**config.mk**
```make
export PLATFORM = sky130hd
export DESIGN_NAME = sample_window
export DESIGN_NICKNAME = d
export VERILOG_FILES = /design/src/design/fft_pkg.sv /design/src/design/sample_window.sv
export SDC_FILE = /design/constraint.sdc
export NUM_CORES = 1
export LEC_CHECK = 0
export BUFFER_PORTS_ARGS = -buffer_cell sky130_fd_sc_hd__buf_2
export CORE_MARGIN = 8
export CORE_UTILIZATION = 47
export CTS_BUF_LIST = sky130_fd_sc_hd__clkbuf_4
export CTS_CLUSTER_SIZE = 16
export DETAILED_ROUTE_END_ITERATION = 10
export PLACE_DENSITY = 0.88
export SLEW_MARGIN = 20
export SYNTH_ARGS = -nofsm -noshare
export SYNTH_HDL_FRONTEND = slang
export SYNTH_SLANG_ARGS = --single-unit
```
**constraint.sdc**
```tcl
create_clock -name sample_clk -period 0.8 [get_ports sample_clk]
set_input_delay 0.04 -clock sample_clk [delete_from_list [all_inputs] [get_ports sample_clk]]
set_output_delay 0.04 -clock sample_clk [all_outputs]
set_load 0.01 [all_outputs]
```
**src/design/fft_pkg.sv**
```systemverilog
// shared constants for the 16-point sliding-window FFT monitor
// widths, point count and the radix-4 twiddle tables

package fft_pkg;

	parameter int FFT_POINTS = 16;
	parameter int RADIX = 4;
	parameter int NUM_BINS = FFT_POINTS / 2;

	parameter int SAMPLE_W = 16;
	// sample width plus log2(16) growth plus one bit of margin
	parameter int ACC_W = 21;

	// twiddles are signed Q2.16, 1.0 is 65536
	parameter int TW_W = 18;
	parameter int TW_FRAC = 16;

	parameter int MAG_W = 8;

	// cos(2*pi*k/16)
	parameter logic signed [TW_W-1:0] TW_COS [FFT_POINTS] = '{
		18'sd65536,
		18'sd60547,
		18'sd46341,
		18'sd25080,
		18'sd0,
		-18'sd25080,
		-18'sd46341,
		-18'sd60547,
		-18'sd65536,
		-18'sd60547,
		-18'sd46341,
		-18'sd25080,
		18'sd0,
		18'sd25080,
		18'sd46341,
		18'sd60547
	};

	// -sin(2*pi*k/16), so that W^k = TW_COS[k] + j*TW_SIN[k]
	parameter logic signed [TW_W-1:0] TW_SIN [FFT_POINTS] = '{
		18'sd0,
		-18'sd25080,
		-18'sd46341,
		-18'sd60547,
		-18'sd65536,
		-18'sd60547,
		-18'sd46341,
		-18'sd25080,
		18'sd0,
		18'sd25080,
		18'sd46341,
		18'sd60547,
		18'sd65536,
		18'sd60547,
		18'sd46341,
		18'sd25080
	};

endpackage

```
**src/design/sample_window.sv**
```systemverilog
// sliding window of the last 16 input samples
// newest sample sits at the highest index, entries are sign-extended

module sample_window (
	input  logic                                sample_clk,
	input  logic                                rst_n,
	input  logic signed [fft_pkg::SAMPLE_W-1:0] sample_data,
	output logic signed [fft_pkg::ACC_W-1:0]    win_re [fft_pkg::FFT_POINTS]
);

	import fft_pkg::*;

	logic signed [ACC_W-1:0] sample_ext;

	// signed to signed assignment carries the sign bit up
	assign sample_ext = sample_data;

	always_ff @(posedge sample_clk)
	begin
		if (!rst_n)
		begin
			for (int i = 0; i < FFT_POINTS; i++)
			begin
				win_re[i] <= '0;
			end
		end
		else
		begin
			// oldest sample falls off index 0
			for (int i = 0; i < FFT_POINTS - 1; i++)
			begin
				win_re[i] <= win_re[i+1];
			end
			win_re[FFT_POINTS-1] <= sample_ext;
		end
	end

	// the top entry always holds the sample accepted on the last edge
	a_newest_sample: assert property (
		@(posedge sample_clk) rst_n |=> win_re[FFT_POINTS-1] == $past(sample_ext)
	);

endmodule

```
After elaboration in Yosys (flattened, before gate mapping). Index checks and enable logic that the tools add are counted.

Bits in registers: 256. Input bits: 18. Output and inout port bits: 336.

Logic depth before layout (Yosys ltp).
Depth after elaboration: 0. Depth in mapped cells: 3.

Worst setup path before layout. OpenSTA, ideal clock, no wires.

Path kind: reg-to-reg. From: reg win_re[99] (netlist name). To: reg win_re[120] (netlist name). Setup time: 0.115 ns. Data arrival time: 0.522 ns. Path slack: 0.163 ns. Stages on the path, launching flop included: 2. Path buffers: 0. Clock period less this slack: 0.637 ns. Path through: dfxtp_1 and2_1.

No word-level cell between the ends.

Worst setup path after layout.
From: in rst_n. To: reg win_re[15] (netlist name).

RTL lines: start, declared (RTL line sample_window.sv:6) `input logic rst_n,`.

No word-level cell between the ends.

==> impl_metrics.tcl <==
set metrics [dict create \
    period_needed_ns 1.31 \
    cts_buffers 59 \
    overflow 0 \
    largest_register_ffs 256 \
    power_w 0.0245 \
    finalHoldViolCount 0 \
    yosys_warnings 0 \
    drc 0 \
    crit_top_cell "dlygate4sd3_1" \
    first_pass_iters 5 \
    grt_max_degree 110 \
    pin_count 354 \
    start_util_pct 47.5 \
    fin_nets 1041 \
    vias_per_cell 4.77 \
    track_usage_pct 27.5 \
    worstHoldPathType "in -> reg" \
    peakVddDrop_mv 1.72 \
    critPathSlowestCell "dlygate4sd3_1" \
    synth_seq_area_share_pct 68.6 \
    grt_pass1_wl_um 41400 \
    cp_top_family "buffers and inverters" \
    drv_slew 0 \
    reg_top3 "win_re: 256 flops" \
    multi_input_area_mm2 0.00161 \
    area.sequential_mm2 0.00549 \
    cts_sinks 256 \
    fmax_mhz 765 \
    num_rows 46 \
    port_buffers 353 \
    leakage_nw 6.04 \
    worstSkewPairLatency_ns 0.68 \
    clk_path_buf_depth 3 \
    slew_headroom_pct 47.2 \
    wl_per_cell_um 24.9 \
    dpl_cell_area_mm2 0.00892 \
    worstMarginPinSlew_ns 0.790 \
    avgSynthCellArea_um2 12.0 \
    final_layout_size_suffix_gt1_share_pct 72.3 \
    endpoint_kind "flip-flop" \
    synth_area_mm2 0.00747 \
    cp_num_buf_inv 4 \
    top_register "win_re" \
    critPathLaunchType "input port" \
    h-tree-depth 2 \
    grt_pass1_vias 6404 \
    die_y_um 142 \
    synth_nets 638 \
    vias 6073 \
    setup_viol 505 \
    core-area_mm2 0.0157 \
    drv_cap 0 \
    required_ns 1.35 \
    place_hpwl_um 14800 \
    areaGrowthSynthToFinish_pct 71.0 \
    path_max_fanout 55 \
    slowest_delay_ns 0.67 \
    totalWireLength_um 31700 \
    antenna_found_initial 1 \
    status "finished, violations left" \
    synth_cell_types 7 \
    crit_type "in -> reg" \
    worst_slack_ns -0.508 \
    die_x_um 142 \
    cp_cell_sequence "buf_4 -> dlygate4sd3_1 -> clkbuf_16 -> and2_1 -> dlygate4sd3_1" \
    syn_inst 620 \
    pwr_density_cell_mw_per_mm2 1920 \
    critPathArrivalTime_ns 1.85 \
    ys_ff_latch 256 \
    dieArea_mm2 0.0202 \
    grt_setup_unrepaired "true" \
    post-route-period-util_pct 163 \
    stdcell_area_mm2 0.0128 \
    violations "setup timing" \
    ant_nets 0 \
    routabilityCongestion 0.888 \
    skew_ns 0.0423 \
    tritoncts "done" \
    first_iter_violations 324 \
    root_buffer "clkbuf_4" \
    fill_cells 719 \
    clkTransAtPathRegs_ns 0.08 \
]
-- power by group --
group / internal, W / switching, W
clock: 0.00503 / 0.00541
sequential: 0.0128 / 0.000140
combinational: 0.000594 / 0.000485
-- cell usage after synthesis --
cell	count	area [µm²]
clkbuf_1	1	3.75
buf_2	1	5.00
and2_1	256	1600
buf_4	80	601
clkbuf_2	24	120
dfxtp_1	256	5120
clkbuf_4	2	15.0
-- worst register-to-register path: stages, from the launching register on --
cell and delay [ns]:
dfxtp_2 0.32, buf_4 0.13, buf_4 0.12, and2_4 0.14
-- cells by family (layout without fill, tap and decap cells) --
group / Yosys count / after routing / share of synthesized area, %
buf+inv: 108 / 544 / 9.96
simple gates: 256 / 256 / 21.4
other cells: 0 / 2 / 0
flops: 256 / 256 / 68.6
-- final timing paths --
path / slack [ns] / cells after the start / start / endpoint
worst max-delay path: -0.51 / 5 / rst_n / win_re[15]
worst min-delay path: 0.11 / 3 / sample_data[10] / win_re[10]
worst max register to register: -0.02 / 3 / win_re[179] / win_re[200]
worst min register to register: 0.46 / 1 / win_re[190] / win_re[211]
-- metal layers --
layer / track usage (%) / vias to the layer above / part of all wire [%]
met3: 9.90 / 83 / 11
li1: - / 2613 / -
met1: 27.3 / 2958 / 34
met5: 0 / - / 0
met2: 50.5 / 419 / 52
met4: 11.7 / 0 / 3.7
-- stage by stage --
step	hold WS [ns]	utilization [%]	setup TNS, ns	std cells	worst slack (ns)
after global routing	0.114	81.3	-161.34	1274	-0.520
after global placement	0.245	56.8	0	1093	0.0539
after detailed placement	0.249	56.8	0	1093	0.0313
final	0.112	81.3	-145.22	1274	-0.508
after floorplan	0.167	-	0	620	0.163
after CTS	0.103	78.6	-137.49	1242	-0.484
-- layout make-up --
class                           instances  share of cell area [%]
Antenna cell                            2                  0.0392
Clock buffer                           83                    4.88
Clock inverter                         11                   0.539
Multi-Input combinational cell        256                    12.6
Sequential cell                       256                    43.0
Tap cell                              216                    2.11
Timing Repair Buffer                  450                    36.9
-- what timing repair did --
| item | in CTS | in global routing |
|---|---|---|
| pin swaps | 0 | 1 |
| cloned | 0 | 1 |
| setup endpoints to repair | 336 | 415 |
| hold buffers | 29 | 5 |
| setup buffers | 26 | 32 |
| gates resized for setup | 579 | 58 |
| endpoints found under the hold margin | 256 | 143 |
-- cell usage in the layout (no fill, tap or decap), drive strengths merged --
master,netlist,layout
dlygate4sd3,0,26
dfxtp,256,256
dlymetal6s4s,0,1
clkinv,0,9
bufinv,0,1
buf,81,422
and2,256,256
clkbuf,27,84
diode,0,2
inv,0,1
(Power assumes the default switching activity.)
