<file path="config.mk">
export PLATFORM = sky130hd
export DESIGN_NAME = radix4_butterfly
export DESIGN_NICKNAME = d
export VERILOG_FILES = /design/src/design/fft_pkg.sv /design/src/design/radix4_butterfly.sv
export SDC_FILE = /design/constraint.sdc
export NUM_CORES = 1
export LEC_CHECK = 0
export ABC_CLOCK_PERIOD_IN_PS = 5700
export BUFFER_PORTS_ARGS = -buffer_cell sky130_fd_sc_hd__buf_2
export CAP_MARGIN = 10
export CORE_UTILIZATION = 63
export DETAILED_ROUTE_END_ITERATION = 7
export PLACE_DENSITY_LB_ADDON = 0.08
export SLEW_MARGIN = 20
export SYNTH_ARGS = -nofsm -noshare
export SYNTH_HDL_FRONTEND = slang
export SYNTH_SLANG_ARGS = --single-unit
</file>
<file path="constraint.sdc">
create_clock -name vclk -period 5.7
set_input_delay 0.285 -clock vclk [all_inputs]
set_output_delay 0.285 -clock vclk [all_outputs]
set_load 0.03 [all_outputs]
</file>
<file path="src/design/fft_pkg.sv">
// shared constants for the 16-point sliding-window FFT monitor
// widths, point count and the radix-4 twiddle tables

package fft_pkg;

	parameter int FFT_POINTS = 16;
	parameter int RADIX = 4;
	parameter int NUM_BINS = FFT_POINTS / 2;

	parameter int SAMPLE_W = 16;
	// sample width plus log2(16) growth plus one bit of margin
	parameter int ACC_W = 21;

	// twiddles are signed Q2.16, 1.0 is 65536
	parameter int TW_W = 18;
	parameter int TW_FRAC = 16;

	parameter int MAG_W = 8;

	// cos(2*pi*k/16)
	parameter logic signed [TW_W-1:0] TW_COS [FFT_POINTS] = '{
		18'sd65536,
		18'sd60547,
		18'sd46341,
		18'sd25080,
		18'sd0,
		-18'sd25080,
		-18'sd46341,
		-18'sd60547,
		-18'sd65536,
		-18'sd60547,
		-18'sd46341,
		-18'sd25080,
		18'sd0,
		18'sd25080,
		18'sd46341,
		18'sd60547
	};

	// -sin(2*pi*k/16), so that W^k = TW_COS[k] + j*TW_SIN[k]
	parameter logic signed [TW_W-1:0] TW_SIN [FFT_POINTS] = '{
		18'sd0,
		-18'sd25080,
		-18'sd46341,
		-18'sd60547,
		-18'sd65536,
		-18'sd60547,
		-18'sd46341,
		-18'sd25080,
		18'sd0,
		18'sd25080,
		18'sd46341,
		18'sd60547,
		18'sd65536,
		18'sd60547,
		18'sd46341,
		18'sd25080
	};

endpackage

</file>
<file path="src/design/radix4_butterfly.sv">
// radix-4 butterfly, combinational four-point DFT
// output q is rotated by the twiddle at index (TW_STEP * q) mod 16
// products are truncated by TW_FRAC bits, index 0 skips the multiplier

module radix4_butterfly #(
	parameter int TW_STEP = 0
) (
	input  logic signed [fft_pkg::ACC_W-1:0] in_re  [fft_pkg::RADIX],
	input  logic signed [fft_pkg::ACC_W-1:0] in_im  [fft_pkg::RADIX],
	output logic signed [fft_pkg::ACC_W-1:0] out_re [fft_pkg::RADIX],
	output logic signed [fft_pkg::ACC_W-1:0] out_im [fft_pkg::RADIX]
);

	import fft_pkg::*;

	logic signed [ACC_W-1:0] dft_re [RADIX];
	logic signed [ACC_W-1:0] dft_im [RADIX];

	// X0 = x0 + x1 + x2 + x3
	// X1 = x0 - j*x1 - x2 + j*x3
	// X2 = x0 - x1 + x2 - x3
	// X3 = x0 + j*x1 - x2 - j*x3
	always_comb
	begin
		dft_re[0] = in_re[0] + in_re[1] + in_re[2] + in_re[3];
		dft_im[0] = in_im[0] + in_im[1] + in_im[2] + in_im[3];

		// -j*(a + jb) = b - ja
		dft_re[1] = in_re[0] + in_im[1] - in_re[2] - in_im[3];
		dft_im[1] = in_im[0] - in_re[1] - in_im[2] + in_re[3];

		dft_re[2] = in_re[0] - in_re[1] + in_re[2] - in_re[3];
		dft_im[2] = in_im[0] - in_im[1] + in_im[2] - in_im[3];

		dft_re[3] = in_re[0] - in_im[1] - in_re[2] + in_im[3];
		dft_im[3] = in_im[0] + in_re[1] - in_im[2] - in_re[3];
	end

	for (genvar q = 0; q < RADIX; q++)
	begin : g_out
		// wrap into 0..15 so negative steps also work
		localparam int TW_IDX = ((TW_STEP * q) % FFT_POINTS + FFT_POINTS) % FFT_POINTS;

		if (TW_IDX == 0)
		begin : g_bypass
			assign out_re[q] = dft_re[q];
			assign out_im[q] = dft_im[q];
		end
		else
		begin : g_rotate
			localparam logic signed [TW_W-1:0] TW_C = TW_COS[TW_IDX];
			localparam logic signed [TW_W-1:0] TW_S = TW_SIN[TW_IDX];

			// one extra bit for the sum of two products
			logic signed [ACC_W+TW_W:0] prod_re;
			logic signed [ACC_W+TW_W:0] prod_im;

			// (a + jb)(c + js) = (ac - bs) + j(as + bc)
			assign prod_re = dft_re[q] * TW_C - dft_im[q] * TW_S;
			assign prod_im = dft_re[q] * TW_S + dft_im[q] * TW_C;

			// drop the fraction, exact for factors 1, -1, j and -j
			assign out_re[q] = prod_re[TW_FRAC +: ACC_W];
			assign out_im[q] = prod_im[TW_FRAC +: ACC_W];
		end
	end

endmodule

</file>
==> Word-level counts from Yosys, hierarchy flattened <==
Index checks and enable logic that the tools add are counted.
Widths: inputs -> output; s select.
{ "totals": {"register_bits": 0, "latch_bits": 0, "mem_bits_rw": 0, "romBits": 0, "input_bits": 168, "output_inout_bits": 168, "wordCells": 24, "n_memories": 0} }
{ "op_classes": {"n_addsub": 24, "multipliers": 0, "n_div": 0, "magnitude_cmp": 0, "n_eq_ne": 0, "shift": 0, "muxes": 0, "n_bitwise": 0, "n_reduce_logical": 0} }
{ "op_table": {"columns": ["cell", "n"], "rows": [
  ["$add 21x21->21", 12],
  ["$sub 21x21->21", 12]
]} }

==> Depth between registers and ports, before layout <==
{ "depth": {"word_depth": 3, "depth_mapped": 16, "mapped_depth_nobuf": 16} }

==> Least setup slack after synthesis <==
OpenSTA, ideal clock, no wires.
{ "synth_timing": {"path_type": "input -> output", "startpoint": "input in_re[21] (netlist name)", "endpoint": "output out_re[18] (netlist name)", "arrival_ns": 4.055, "required_ns": 5.415, "setup_slack_ns": 1.360, "cell_stages": 15, "n_path_buf": 0, "path_cell_list": "inv_1 -> fa_1 -> inv_1 -> fa_1 -> inv_1 -> ha_1 -> inv_1 -> fa_1 -> nor2b_1 -> o21ai_0 -> a21o_1 -> a21oi_1 -> o311ai_0 -> nand2_1 -> o311ai_0"} }
{ "synth_rtl": {"columns": ["element", "line_no", "source"], "rows": [
  ["start: declaration", "radix4_butterfly.sv:8", "input logic signed [fft_pkg::ACC_W-1:0] in_re [fft_pkg::RADIX],"],
  ["end: declaration", "radix4_butterfly.sv:10", "output logic signed [fft_pkg::ACC_W-1:0] out_re [fft_pkg::RADIX],"]
]} }

==> results_dict.tcl <==
set metrics [dict create \
    status "finished clean" \
    wl_per_cell_um 18.4 \
    timing.setup.tns_ns 0 \
    ir_drop_mv 0.531 \
    clkbuf_count 0 \
    crit_type "input pin to output pin" \
    period_share_pct 82.8 \
    relSlewSlack_pct 36.3 \
    row_count 57 \
    dr_total_vias 13700 \
    dieArea_sq_um 25500 \
    endpoint_kind "output pin" \
    grt_pass1_wl_um 70300 \
    arrival_ns 4.44 \
    slowest_delay_ns 0.54 \
    crit_buf_inv 4 \
    synth_most_common_cell "inv_1" \
    yosysTopAreaCell "fa_1" \
    flops_and_latches 0 \
    coreArea_sq_um 24300 \
    drive_gt1_share_pct 16.7 \
    synth_cells 1826 \
    io_buffers 336 \
    grt_pass1_vias 14000 \
    drv_cap 0 \
    use_met2_pct 69.0 \
    grtUsageTotal_pct 36.3 \
    drtPass1Iterations 6 \
    synthesis.nets 2480 \
    hp-class "input pin to output pin" \
    max_freq_ghz 0.212 \
    netlist_top_cells_area "fa_1 41%, ha_1 13%, inv_1 12%" \
    fin_nets 2807 \
    report.final.hold_viol_count 0 \
    grt_max_degree 9 \
    synth_warnings 0 \
    register_area_sq_um 0 \
    grt_use_met1_pct 39.3 \
    place_hpwl_um 42400 \
    place_congestion 0.971 \
    avgSynthCellArea_sq_um 8.58 \
    die_w_um 160 \
    grtUsageMet3_pct 3.97 \
    rsz0062_at_grt "false" \
    worst_pin_slew_ns 0.943 \
    period_needed_ns 4.72 \
    holdBufCountCts 0 \
    via_per_inst 5.50 \
    postRouteAntennaNets 0 \
    power.density_nw_per_um2 448 \
    syn_area_sq_um 15700 \
    die_y_um 160 \
    antenna_found_initial 13 \
    ys_seq_area_share_pct 0 \
    start_util_pct 64.4 \
    path_cells "buf_2, inv_1, fa_1, fa_1, inv_1, ha_1, fa_1, a21o_1, a21oi_1, o21ai_0, a31oi_1, a31oi_1, a21o_1, a21oi_1, xnor2_1, buf_2" \
    fin_cells 2496 \
    leakagePower_nw 9.70 \
    netlist_top_cells_count "521 x inv_1, 320 x fa_1, 166 x ha_1" \
    post_cts_buffers 0 \
    crit_required_ns 5.41 \
    grt_overflow 0 \
    synth.top_cell.area_share_pct 40.9 \
    wl_um 45900 \
    grt.busiest_layer "met2" \
    cp_max_fo 4 \
    io_pins 336 \
    setup_viol_count_final 0 \
    worstSetupStartpointType "input pin" \
    drtIter0Drc 657 \
    cpMostUsedCell "fa_1" \
    crit_slowest_cell "fa_1" \
    drc_errors 0 \
    syn2layout_area_growth_pct 13.3 \
    power_mw 7.95 \
    yosys.cell_types.count 67 \
    crit_family "adder cells" \
    dpl.cell_count 2475 \
    drv_slew 0 \
    cts-resized-gates 0 \
]
-- layout by cell type, fill, tap and decap left out, types with 4 or more instances in the layout --
cell type / n
inv_1: 521
buf_2: 336
fa_1: 320
ha_1: 166
a21oi_1: 125
xnor2_1: 124
nor2_1: 80
nand2_1: 68
o21ai_0: 59
a21o_1: 56
xor2_1: 36
nor3_1: 27
o21a_1: 23
nand3_1: 22
diode_2: 21
nor2b_1: 20
o21bai_1: 19
nand2b_1: 15
a31oi_1: 13
a211oi_1: 11
nand4_1: 8
o211ai_1: 7
o31ai_1: 6
a211o_1: 5
and3_1: 5
a31o_2: 5
and2_1: 5
and4_1: 5
a221oi_1: 5
or2_2: 4
o21ai_1: 4
-- layer usage --
layer	wire length, um	vias to the layer above
met4	2920	6
met2	24000	550
met1	16300	6667
li1	-	6366
met3	2660	140
met5	44	-
-- path summary, 6_finish.rpt --
kind	startpoint	to	slack, ns	cells after the start
worst max-delay path	in_re[1]	out_re[82]	0.98	16
worst min-delay path	in_im[63]	out_im[63]	0.97	3
-- area by class of cell --
| type | instances | area (sq um) |
|---|---|---|
| diodes | 21 | 52.6 |
| fillers | 1981 | 6570 |
| inverters | 521 | 1960 |
| multi-input cells | 1294 | 13700 |
| well taps | 324 | 405 |
| repair buffers | 336 | 1680 |
-- per-stage QoR --
step / hold slack, ns / utilization [%] / cell area, sq um / setup slack (ns)
3_3_place_gp: 0.963 / 72.8 / 17700 / 1.24
4_1_cts: 0.970 / 72.8 / 17700 / 1.12
6_report: 0.968 / 73.0 / 17800 / 0.978
3_5_place_dp: 0.962 / 72.8 / 17700 / 1.16
2_1_floorplan: 0.840 / - / 15700 / 1.36
5_1_grt: 0.993 / 72.8 / 17700 / 0.845
-- cells by family (layout without fill, tap and decap cells) --
kind of cell / count (synthesis) / in the layout / synth area share, %
buffers and inverters: 532 / 857 / 12.8
other: 0 / 21 / 0
AND/OR/NAND/NOR: 273 / 273 / 8.33
multiplexers: 1 / 1 / 0.0639
AO/OA/AOI/OAI: 374 / 374 / 15.7
adder cells (fa/ha/maj): 486 / 486 / 54.2
XOR/XNOR: 160 / 160 / 8.95
-- report_power, final --
part	switching, mW	total, mW	internal (mW)
clock	0	0.000000494	0.000000494
sequential	0	0	0
combinational	5.24	7.95	2.71
total	5.24	7.95	2.71
(Power assumes the default switching activity.)
