$ cat src/design/fft_pkg.sv
// shared constants for the 16-point sliding-window FFT monitor
// widths, point count and the radix-4 twiddle tables

package fft_pkg;

	parameter int FFT_POINTS = 16;
	parameter int RADIX = 4;
	parameter int NUM_BINS = FFT_POINTS / 2;

	parameter int SAMPLE_W = 16;
	// sample width plus log2(16) growth plus one bit of margin
	parameter int ACC_W = 21;

	// twiddles are signed Q2.16, 1.0 is 65536
	parameter int TW_W = 18;
	parameter int TW_FRAC = 16;

	parameter int MAG_W = 8;

	// cos(2*pi*k/16)
	parameter logic signed [TW_W-1:0] TW_COS [FFT_POINTS] = '{
		18'sd65536,
		18'sd60547,
		18'sd46341,
		18'sd25080,
		18'sd0,
		-18'sd25080,
		-18'sd46341,
		-18'sd60547,
		-18'sd65536,
		-18'sd60547,
		-18'sd46341,
		-18'sd25080,
		18'sd0,
		18'sd25080,
		18'sd46341,
		18'sd60547
	};

	// -sin(2*pi*k/16), so that W^k = TW_COS[k] + j*TW_SIN[k]
	parameter logic signed [TW_W-1:0] TW_SIN [FFT_POINTS] = '{
		18'sd0,
		-18'sd25080,
		-18'sd46341,
		-18'sd60547,
		-18'sd65536,
		-18'sd60547,
		-18'sd46341,
		-18'sd25080,
		18'sd0,
		18'sd25080,
		18'sd46341,
		18'sd60547,
		18'sd65536,
		18'sd60547,
		18'sd46341,
		18'sd25080
	};

endpackage

$ cat src/design/bin_magnitude.sv
// per-bin magnitude unit
// registers (|re| + |im|) >> MAG_SHIFT, saturated to the 8-bit output range

module bin_magnitude #(
	parameter int MAG_SHIFT = 8
) (
	input  logic                             sample_clk,
	input  logic                             rst_n,
	input  logic signed [fft_pkg::ACC_W-1:0] bin_re,
	input  logic signed [fft_pkg::ACC_W-1:0] bin_im,
	output logic        [fft_pkg::MAG_W-1:0] mag
);

	import fft_pkg::*;

	localparam logic [ACC_W:0] MAG_MAX = (ACC_W + 1)'((1 << MAG_W) - 1);

	logic [ACC_W-1:0] abs_re;
	logic [ACC_W-1:0] abs_im;
	logic [ACC_W:0]   l1_sum;
	logic [ACC_W:0]   l1_shifted;
	logic [MAG_W-1:0] mag_next;

	// unsigned result, so the most negative input still comes out right
	assign abs_re = bin_re[ACC_W-1] ? ACC_W'(-bin_re) : ACC_W'(bin_re);
	assign abs_im = bin_im[ACC_W-1] ? ACC_W'(-bin_im) : ACC_W'(bin_im);

	assign l1_sum = abs_re + abs_im;
	assign l1_shifted = l1_sum >> MAG_SHIFT;

	always_comb
	begin
		if (l1_shifted > MAG_MAX)
		begin
			mag_next = '1;
		end
		else
		begin
			mag_next = l1_shifted[MAG_W-1:0];
		end
	end

	always_ff @(posedge sample_clk)
	begin
		if (!rst_n)
		begin
			mag <= '0;
		end
		else
		begin
			mag <= mag_next;
		end
	end

	// output is cleared on the edge that sees reset
	a_mag_reset: assert property (
		@(posedge sample_clk) !rst_n |=> mag == '0
	);

endmodule

$ cat config.mk
export PLATFORM = sky130hd
export DESIGN_NAME = bin_magnitude
export DESIGN_NICKNAME = d
export VERILOG_FILES = /design/src/design/fft_pkg.sv /design/src/design/bin_magnitude.sv
export SDC_FILE = /design/constraint.sdc
export NUM_CORES = 1
export LEC_CHECK = 0
export ABC_AREA = 1
export BUFFER_PORTS_ARGS = -buffer_cell sky130_fd_sc_hd__buf_2
export CORE_MARGIN = 2
export CORE_UTILIZATION = 55
export DETAILED_ROUTE_END_ITERATION = 10
export PLACE_DENSITY = 0.8
export REMOVE_ABC_BUFFERS = 1
export SKIP_LAST_GASP = 1
export SYNTH_ARGS = -nofsm -noshare
export SYNTH_HDL_FRONTEND = slang
export SYNTH_SLANG_ARGS = --single-unit
$ cat constraint.sdc
create_clock -name sample_clk -period 4.45 [get_ports sample_clk]
set_input_delay 0.89 -clock sample_clk [delete_from_list [all_inputs] [get_ports sample_clk]]
set_output_delay 0.89 -clock sample_clk [all_outputs]
set_load 0.05 [all_outputs]
Word level (Yosys, flattened, before mapping)
Index checks and enable logic that the tools add are counted.
{"block": "totals", "register_bits": 8, "input_bits": 44, "output_inout_bits": 8, "wordCells": 8}
{"block": "classes", "add_sub_neg": 3, "n_lt_le_gt_ge": 1, "n_mux": 3}
{"operator": "21-bit two-way mux", "count": 2}
{"operator": "21-bit negation", "count": 2}
{"operator": "21-bit by 21-bit adder with 22-bit output", "count": 1}
{"operator": "14-bit by 8-bit greater-than comparator with 1-bit output, second input constant", "count": 1}
{"operator": "8-bit two-way mux", "count": 1}

Depth between registers and ports, before layout
Gate-level depths: netlist (run 1).
{"block": "depth", "word_depth": 5, "depth_mapped": 25, "mapped_depth_nobuf": 25}

Least setup slack after synthesis (run 1)
No wires, ideal clock.
{"block": "synth_timing", "kind": "input port to flip-flop", "startpoint": "in bin_im[1] in the netlist's numbering", "endpoint": "reg mag[0] in the netlist's numbering", "setup_ns": 0.109, "arrival_time_ns": 3.295, "t_required_ns": 4.341, "slack_ns": 1.046, "cell_stages": 23, "path_buffers": 0, "path_cell_list": "inv_1 ha_1 inv_1 nor3_2 nand2_1 nor3_2 nand3_1 nor3_2 or2_2 xnor2_1 ha_1 nand2_2 inv_1 a21oi_1 nor2_1 nor2_1 nand2_1 nor2_1 nand3_2 nor2_8 nand3_1 nand2_1 inv_1"}
{"block": "synth_between", "elab_chain_len": 5}
{"item": "start, declared", "line": "bin_magnitude.sv:10", "text": "input logic signed [fft_pkg::ACC_W-1:0] bin_im,"}
{"item": "21-bit negation", "line": "bin_magnitude.sv:26", "text": "assign abs_im = bin_im[ACC_W-1] ? ACC_W'(-bin_im) : ACC_W'(bin_im);"}
{"item": "21-bit two-way mux (*)", "line": "bin_magnitude.sv:26"}
{"item": "21-bit by 21-bit adder with 22-bit output (*)", "line": "bin_magnitude.sv:28", "text": "assign l1_sum = abs_re + abs_im;"}
{"item": "14-bit by 8-bit greater-than comparator with 1-bit output", "line": "bin_magnitude.sv:33", "text": "if (l1_shifted > MAG_MAX)"}
{"item": "8-bit two-way mux (*)", "line": "bin_magnitude.sv:33"}
{"item": "end signal, assigned", "line": "bin_magnitude.sv:51", "text": "mag <= mag_next;"}
{"item": "end, declared", "line": "bin_magnitude.sv:11", "text": "output logic [fft_pkg::MAG_W-1:0] mag"}
Every way passes the cells marked *; elsewhere a longest branch is shown, timed or not.
A chain may end at the register's enable or synchronous reset.

Worst setup path after layout (run 1)
{"block": "layout_timing", "startpoint": "in bin_re[0] in the netlist's numbering", "endpoint": "reg mag[2] in the netlist's numbering"}
{"block": "layout_between", "elab_chain_len": 5}
{"item": "start, declared", "line": "bin_magnitude.sv:9", "text": "input logic signed [fft_pkg::ACC_W-1:0] bin_re,"}
{"item": "21-bit negation", "line": "bin_magnitude.sv:25", "text": "assign abs_re = bin_re[ACC_W-1] ? ACC_W'(-bin_re) : ACC_W'(bin_re);"}
{"item": "21-bit two-way mux (*)", "line": "bin_magnitude.sv:25"}
{"item": "21-bit by 21-bit adder with 22-bit output (*)", "line": "bin_magnitude.sv:28"}
{"item": "14-bit by 8-bit greater-than comparator with 1-bit output", "line": "bin_magnitude.sv:33"}
{"item": "8-bit two-way mux (*)", "line": "bin_magnitude.sv:33"}
Marked as above.

==> flow_summary.ini, run 1 <==
[sta]
rsz0062_at_grt = no
setup_tns_ns = 0
drv_slew = 0
relSlewSlack = 0.759
worst_pin_slew_ns = 0.360
fmax_mhz = 272
period_minus_slack_ns = 3.68
post-route-worst-setup-slack_ns = 0.769
timing.final.crit_share = 0.827
setup_viol_count_final = 0
report.final.hold_viol_count = 0

[logic_synthesis]
synthArstFlopShare = 0
synth-seq-cells = 8
yosysWarningCount = 0
synthTopCellsByArea = nand2_1 (21%), ha_1 (11%), inv_1 (11%), xor2_1 (11%), nor2_1 (7.0%)
netlist_instances = 441
synth_ff_type = dfxtp_1
avgSynthCellArea_sq_um = 5.56
synthMostInstantiatedCell = nand2_1
yosysTopAreaCell = nand2_1
synth_commonest_cells = nand2_1 (136), inv_1 (70), nor2_1 (46)
synth-seq-area-share = 0.0653
yosysUniqueCellTypes = 32
synth_edf_count = 0
synth_top_cell_area_share = 0.208
synth_area_sq_um = 2450

[global_routing]
antenna_found_initial = 0
grt.overflow.total = 0
grt_pass1_wl_microns = 10200
grt_use_total = 0.244
grt_max_degree = 15
grt_pass1_vias = 2502

[placed_design]
dp_slack_ns = 0.503
placed_cells = 541
routabilityCongestion = 0.851
port_buffers = 51
dp.final_hpwl_microns = 5320

[clocking]
cts-root-buf = clkbuf_8
cts_tree = yes
cts_made_buffers = 3
htree_levels = 1
cts_resized = 0
cts.path.max_buffers = 2
cts_hold_buf = 0
cts_setup_buffers = 0
cts_sinks = 8
clkTransAtPathRegs_ns = 0.04

[power_and_ir_drop]
powerDensity_nw_per_um2 = 240
peakVddDrop_mv = 0.107
power_frac_seq = 0.119
sw_frac_of_total = 0.527
p_clk_frac = 0.124
p_switching_uw = 354
power.internal_uw = 318
power_leakage_nw = 1.59
combinationalPowerShare = 0.757

[floorplanning]
die_h_microns = 70.8
start_util = 0.567
core-area_sq_um = 4320
dieWidth_microns = 70.8
rows = 24
dieArea_sq_um = 5010
io_pins = 52

[route]
drcViolationCount = 0
first_iter_violations = 89
detail_route.vias_per_cell = 5.01
drtAntennaViolNets = 0
wl_microns = 5870
first_pass_iters = 6
routedWlPerCell_microns = 10.8
dr_total_vias = 2727

[worst_setup_path]
crit_top_cell = nand2_1
crit_buf_inv = 4
crit_path_end_kind = flop
path_cells = buf_2 -> inv_1 -> ha_1 -> inv_1 -> nor3_1 -> nand2_1 -> nor3_2 -> nand4_1 -> nand2_1 -> o21ai_1 -> xor2_1 -> ha_1 -> a21oi_1 -> o21ai_0 -> nor2_1 -> nand2_1 -> nor2_1 -> nand3_2 -> nor2_8 -> nand3_1 -> nand2_1 -> inv_1
slowest_delay_ns = 0.35
start_kind = input pin
path_class = in -> reg
startpoint = bin_re[0]
cp_slowest_cell = ha_1
cp_data_arrival_time_ns = 3.80
crit_required_ns = 4.57
path_delay_family = simple AND/OR/NAND/NOR gates
crit_fanout = 8

[min_path]
min_from = rst_n
min_path_type = in -> reg

[cells_and_area]
area_delta_synth_final_pct = 14.1
fin_util = 0.648
instances_no_fill = 544
insertedDiodeCount = 0
reg_top3 = mag x8
largest_reg_flops = 8
top_register = mag
nets = 560
drive_above_1_share = 0.179

[flow_run]
maxCapViolCount = 0

[outcome]
status = finished clean
[per-layer routing]
metal	share of wire	track usage	routed length, microns
met5	0	0	0
met1	0.45	0.298	2650
met2	0.49	0.460	2870
met3	0.038	0.00855	223
met4	0.022	0.0755	131
[worst min-delay path: cells and delay by family]
kind	cells	cell delay (ns)
buffers and inverters	2	0.19
AND/OR/NAND/NOR	1	0.07
[path summary, 6_finish.rpt]
kind                            end  slack [ns]  depth (start not counted)
setup / recovery  mag[2]$_SDFF_PN0_        0.77                         22
hold / removal    mag[5]$_SDFF_PN0_        0.95                          3
[power by group through the flow]
stage	Sequential (mW)	Combinational, mW	Clock (mW)
2_1_floorplan	0.105	0.364	0
3_3_place_gp	0.0811	0.498	0
3_5_place_dp	0.0812	0.505	0
4_1_cts	0.0801	0.507	0.0862
5_1_grt	0.0803	0.577	0.0912
6_report	0.0799	0.508	0.0833
[per-stage QoR]
stage               hold WS [ns]  power, mW  instance area, sq um
global route               0.955      0.749                  2800
floorplan                  0.988      0.470                  2440
global placement            1.18      0.579                  2760
detailed placement          1.18      0.586                  2760
finish                     0.948      0.672                  2800
CTS                        0.945      0.673                  2800
[layout make-up]
| cell class | count | area, sq um |
|---|---|---|
| multi-input cells | 355 | 2000 |
| flip-flops and latches | 8 | 160 |
| clock buffers | 3 | 41.3 |
| inverters | 75 | 282 |
| well taps | 52 | 65.1 |
| repair buffers | 51 | 255 |
| fillers | 415 | 1520 |
[cell families (layout without fill, tap and decap cells)]
logic type | count (synthesis) | in the layout | synth area share
simple gates | 253 | 253 | 0.467
buf+inv | 78 | 129 | 0.121
xor+xnor | 43 | 43 | 0.153
compound gates | 37 | 37 | 0.0811
fa+ha+maj | 22 | 22 | 0.112
flops | 8 | 8 | 0.0653
[layout by cell type (no fill, tap or decap)]
| master | n |
|---|---|
| ha_1 | 22 |
| nor3_1 | 5 |
| a31oi_1 | 2 |
| dfxtp_1 | 8 |
| nand3_2 | 2 |
| and2_4 | 1 |
| nor2_4 | 1 |
| nand2_2 | 9 |
| buf_2 | 51 |
| clkbuf_8 | 3 |
| clkinv_1 | 1 |
| o21bai_1 | 3 |
| nand3b_1 | 1 |
| xor2_1 | 30 |
| o21ai_1 | 4 |
| nor2_2 | 6 |
| a21oi_2 | 1 |
| nor2_8 | 1 |
| o21ai_0 | 10 |
| or2_2 | 2 |
| nor2_1 | 46 |
| inv_1 | 70 |
| nor4_1 | 4 |
| nand3_1 | 26 |
| nor3_2 | 6 |
| nand2_1 | 136 |
| inv_2 | 4 |
| xnor2_1 | 13 |
| a21oi_1 | 17 |
| nand2_4 | 1 |
| nand4_1 | 5 |
| and2_1 | 1 |
No activity file was read; power rests on OpenSTA's default activity.
==> inputs of run 2 (changes only) <==
==> constraint.sdc (replaced) <==
create_clock -name sample_clk -period 3.4 [get_ports sample_clk]
set_input_delay 0.68 -clock sample_clk [delete_from_list [all_inputs] [get_ports sample_clk]]
set_output_delay 0.68 -clock sample_clk [all_outputs]
set_load 0.05 [all_outputs]
==> run 2 against run 1 <==
- clock power rose by 30%
- worst setup slack got worse by 0.76 ns
- flip-flop and latch count did not move
- via count rose by 11%
- largest cell class unchanged
- global-route usage rose by 2.1 points
- sequential power rose by 31%
- die area did not move
- critical path depth did not move
- wire length rose by 25%
==> flow_summary.ini, run 2 (synthesis results as in run 1) <==
[clocking]
cts_hold_buf = 0
clkTransAtPathRegs_ns = 0.04
cts.path.max_buffers = 2
htree_levels = 1
cts_tree = yes
cts_made_buffers = 3
cts_sinks = 8
cts-root-buf = clkbuf_8

[power_and_ir_drop]
power_leakage_nw = 1.85
peakVddDrop_mv = 0.155
finalPower_mw = 1.06
powerDensity_nw_per_um2 = 313

[route]
first_pass_iters = 5
drtAntennaViolNets = 0
first_iter_violations = 149
detail_route.vias_per_cell = 5.13
dr_total_vias = 3022
wl_microns = 7310
drcViolationCount = 0
routedWlPerCell_microns = 12.4

[worst_setup_path]
crit_fanout = 8
crit_required_ns = 3.52
path_class = in -> reg
path_cells = buf_2 -> inv_1 -> nand3_1 -> nor3_2 -> nand4_1 -> o21ai_1 -> buf_4 -> xnor2_1 -> ha_1 -> nand2_2 -> buf_4 -> nor2_1 -> and2_1 -> nand2_2 -> nand2_1 -> nand2_1 -> nand2_2 -> nand2_4 -> nor2_8 -> nand3_1 -> nand2_1 -> inv_1
cp_slowest_cell = ha_1
crit_path_end_kind = flop
startpoint = bin_im[2]
start_kind = input pin
slowest_delay_ns = 0.39
cp_data_arrival_time_ns = 3.51
cp-endpoint = mag[7]$_SDFF_PN0_

[placed_design]
placed_cells = 576
dp_slack_ns = -0.234
port_buffers = 51
routabilityCongestion = 0.821
post_dp_cell_area_sq_um = 3020
dp.final_hpwl_microns = 5540

[cells_and_area]
area_delta_synth_final_pct = 38.0
reg_top3 = mag x8
final_area_sq_um = 3390
final_cell_mix = nand2_1 (125), inv_1 (62), buf_2 (47)
top_register = mag
insertedDiodeCount = 0
drive_above_1_share = 0.328
layout_commonest_cell = nand2_1
nets = 605
instances_no_fill = 589
fillers = 330
largest_reg_flops = 8

[sta]
setup_viol_count_final = 0
period_minus_slack_ns = 3.39
post-route-worst-setup-slack_ns = 0.00531
drv_slew = 0
report.final.hold_viol_count = 0
rsz0062_at_grt = yes
fmax_mhz = 295
relSlewSlack = 0.722
timing.final.crit_share = 0.998
setup_tns_ns = 0
worst_pin_slew_ns = 0.414

[outcome]
status = finished clean

[global_routing]
grt_use_total = 0.265
grt_max_degree = 15
grt_pass1_wl_microns = 11100
antenna_found_initial = 0
grt.overflow.total = 0
grt_pass1_vias = 2780

[floorplanning]
io_pins = 52
dieArea_sq_um = 5010
die_h_microns = 70.8
rows = 24
core-area_sq_um = 4320
dieWidth_microns = 70.8
start_util = 0.567

[min_path]
min_path_type = in -> reg

[flow_run]
maxCapViolCount = 0
## run 2: cell types whose count changed in the layout (fill, tap and decap cells not counted), sizes merged
cell  before  now
buf       51   96
## run 2: worst min path at each step
stage / from / end / cells after the start
2_1_floorplan: rst_n / mag[0]$_SDFF_PN0_ / 2
3_3_place_gp: rst_n / mag[5]$_SDFF_PN0_ / 3
3_5_place_dp: rst_n / mag[2]$_SDFF_PN0_ / 3
4_1_cts: rst_n / mag[2]$_SDFF_PN0_ / 3
5_1_grt: rst_n / mag[1]$_SDFF_PN0_ / 3
6_report: rst_n / mag[4]$_SDFF_PN0_ / 3
## run 2: metrics by stage
stage	hold WS [ns]	util
floorplan	0.778	-
global placement	0.966	0.699
detailed placement	0.971	0.699
CTS	0.748	0.711
global route	0.754	0.783
finish	0.752	0.783
## run 2: metal layers
metal,vias up,GRT usage,routed length (microns)
li1,1570,-,-
met1,1360,0.326,3100
met2,76,0.501,3820
met3,16,0.00997,219
met4,0,0.0734,175
met5,-,0,0
## run 2: critical path, delay by kind of cell
family                   cells  cell delay, ns
AND/OR/NAND/NOR             14            1.67
buffers and inverters        5            0.49
adder cells (fa/ha/maj)      1            0.39
AO/OA/AOI/OAI                1            0.21
XOR/XNOR                     1            0.06
## run 2: repair_timing
action                     CTS  global route
pin swaps                    3            32
gates resized for setup      3            67
buffers inserted             0            10
setup endpoints to repair    8             8
## run 2: cell type report
| cell class | count | area [sq um] | area share |
|---|---|---|---|
| flip-flops and latches | 8 | 160 | 0.0473 |
| well taps | 52 | 65.1 | 0.0192 |
| multi-input cells | 355 | 2210 | 0.652 |
| clock buffers | 3 | 41.3 | 0.0122 |
| inverters | 75 | 294 | 0.0868 |
| repair buffers | 96 | 618 | 0.183 |
## run 2: power by group
| part | internal, mW | switching, mW |
|---|---|---|
| sequential | 0.103 | 0.00156 |
| combinational | 0.337 | 0.510 |
| clock | 0.0762 | 0.0321 |
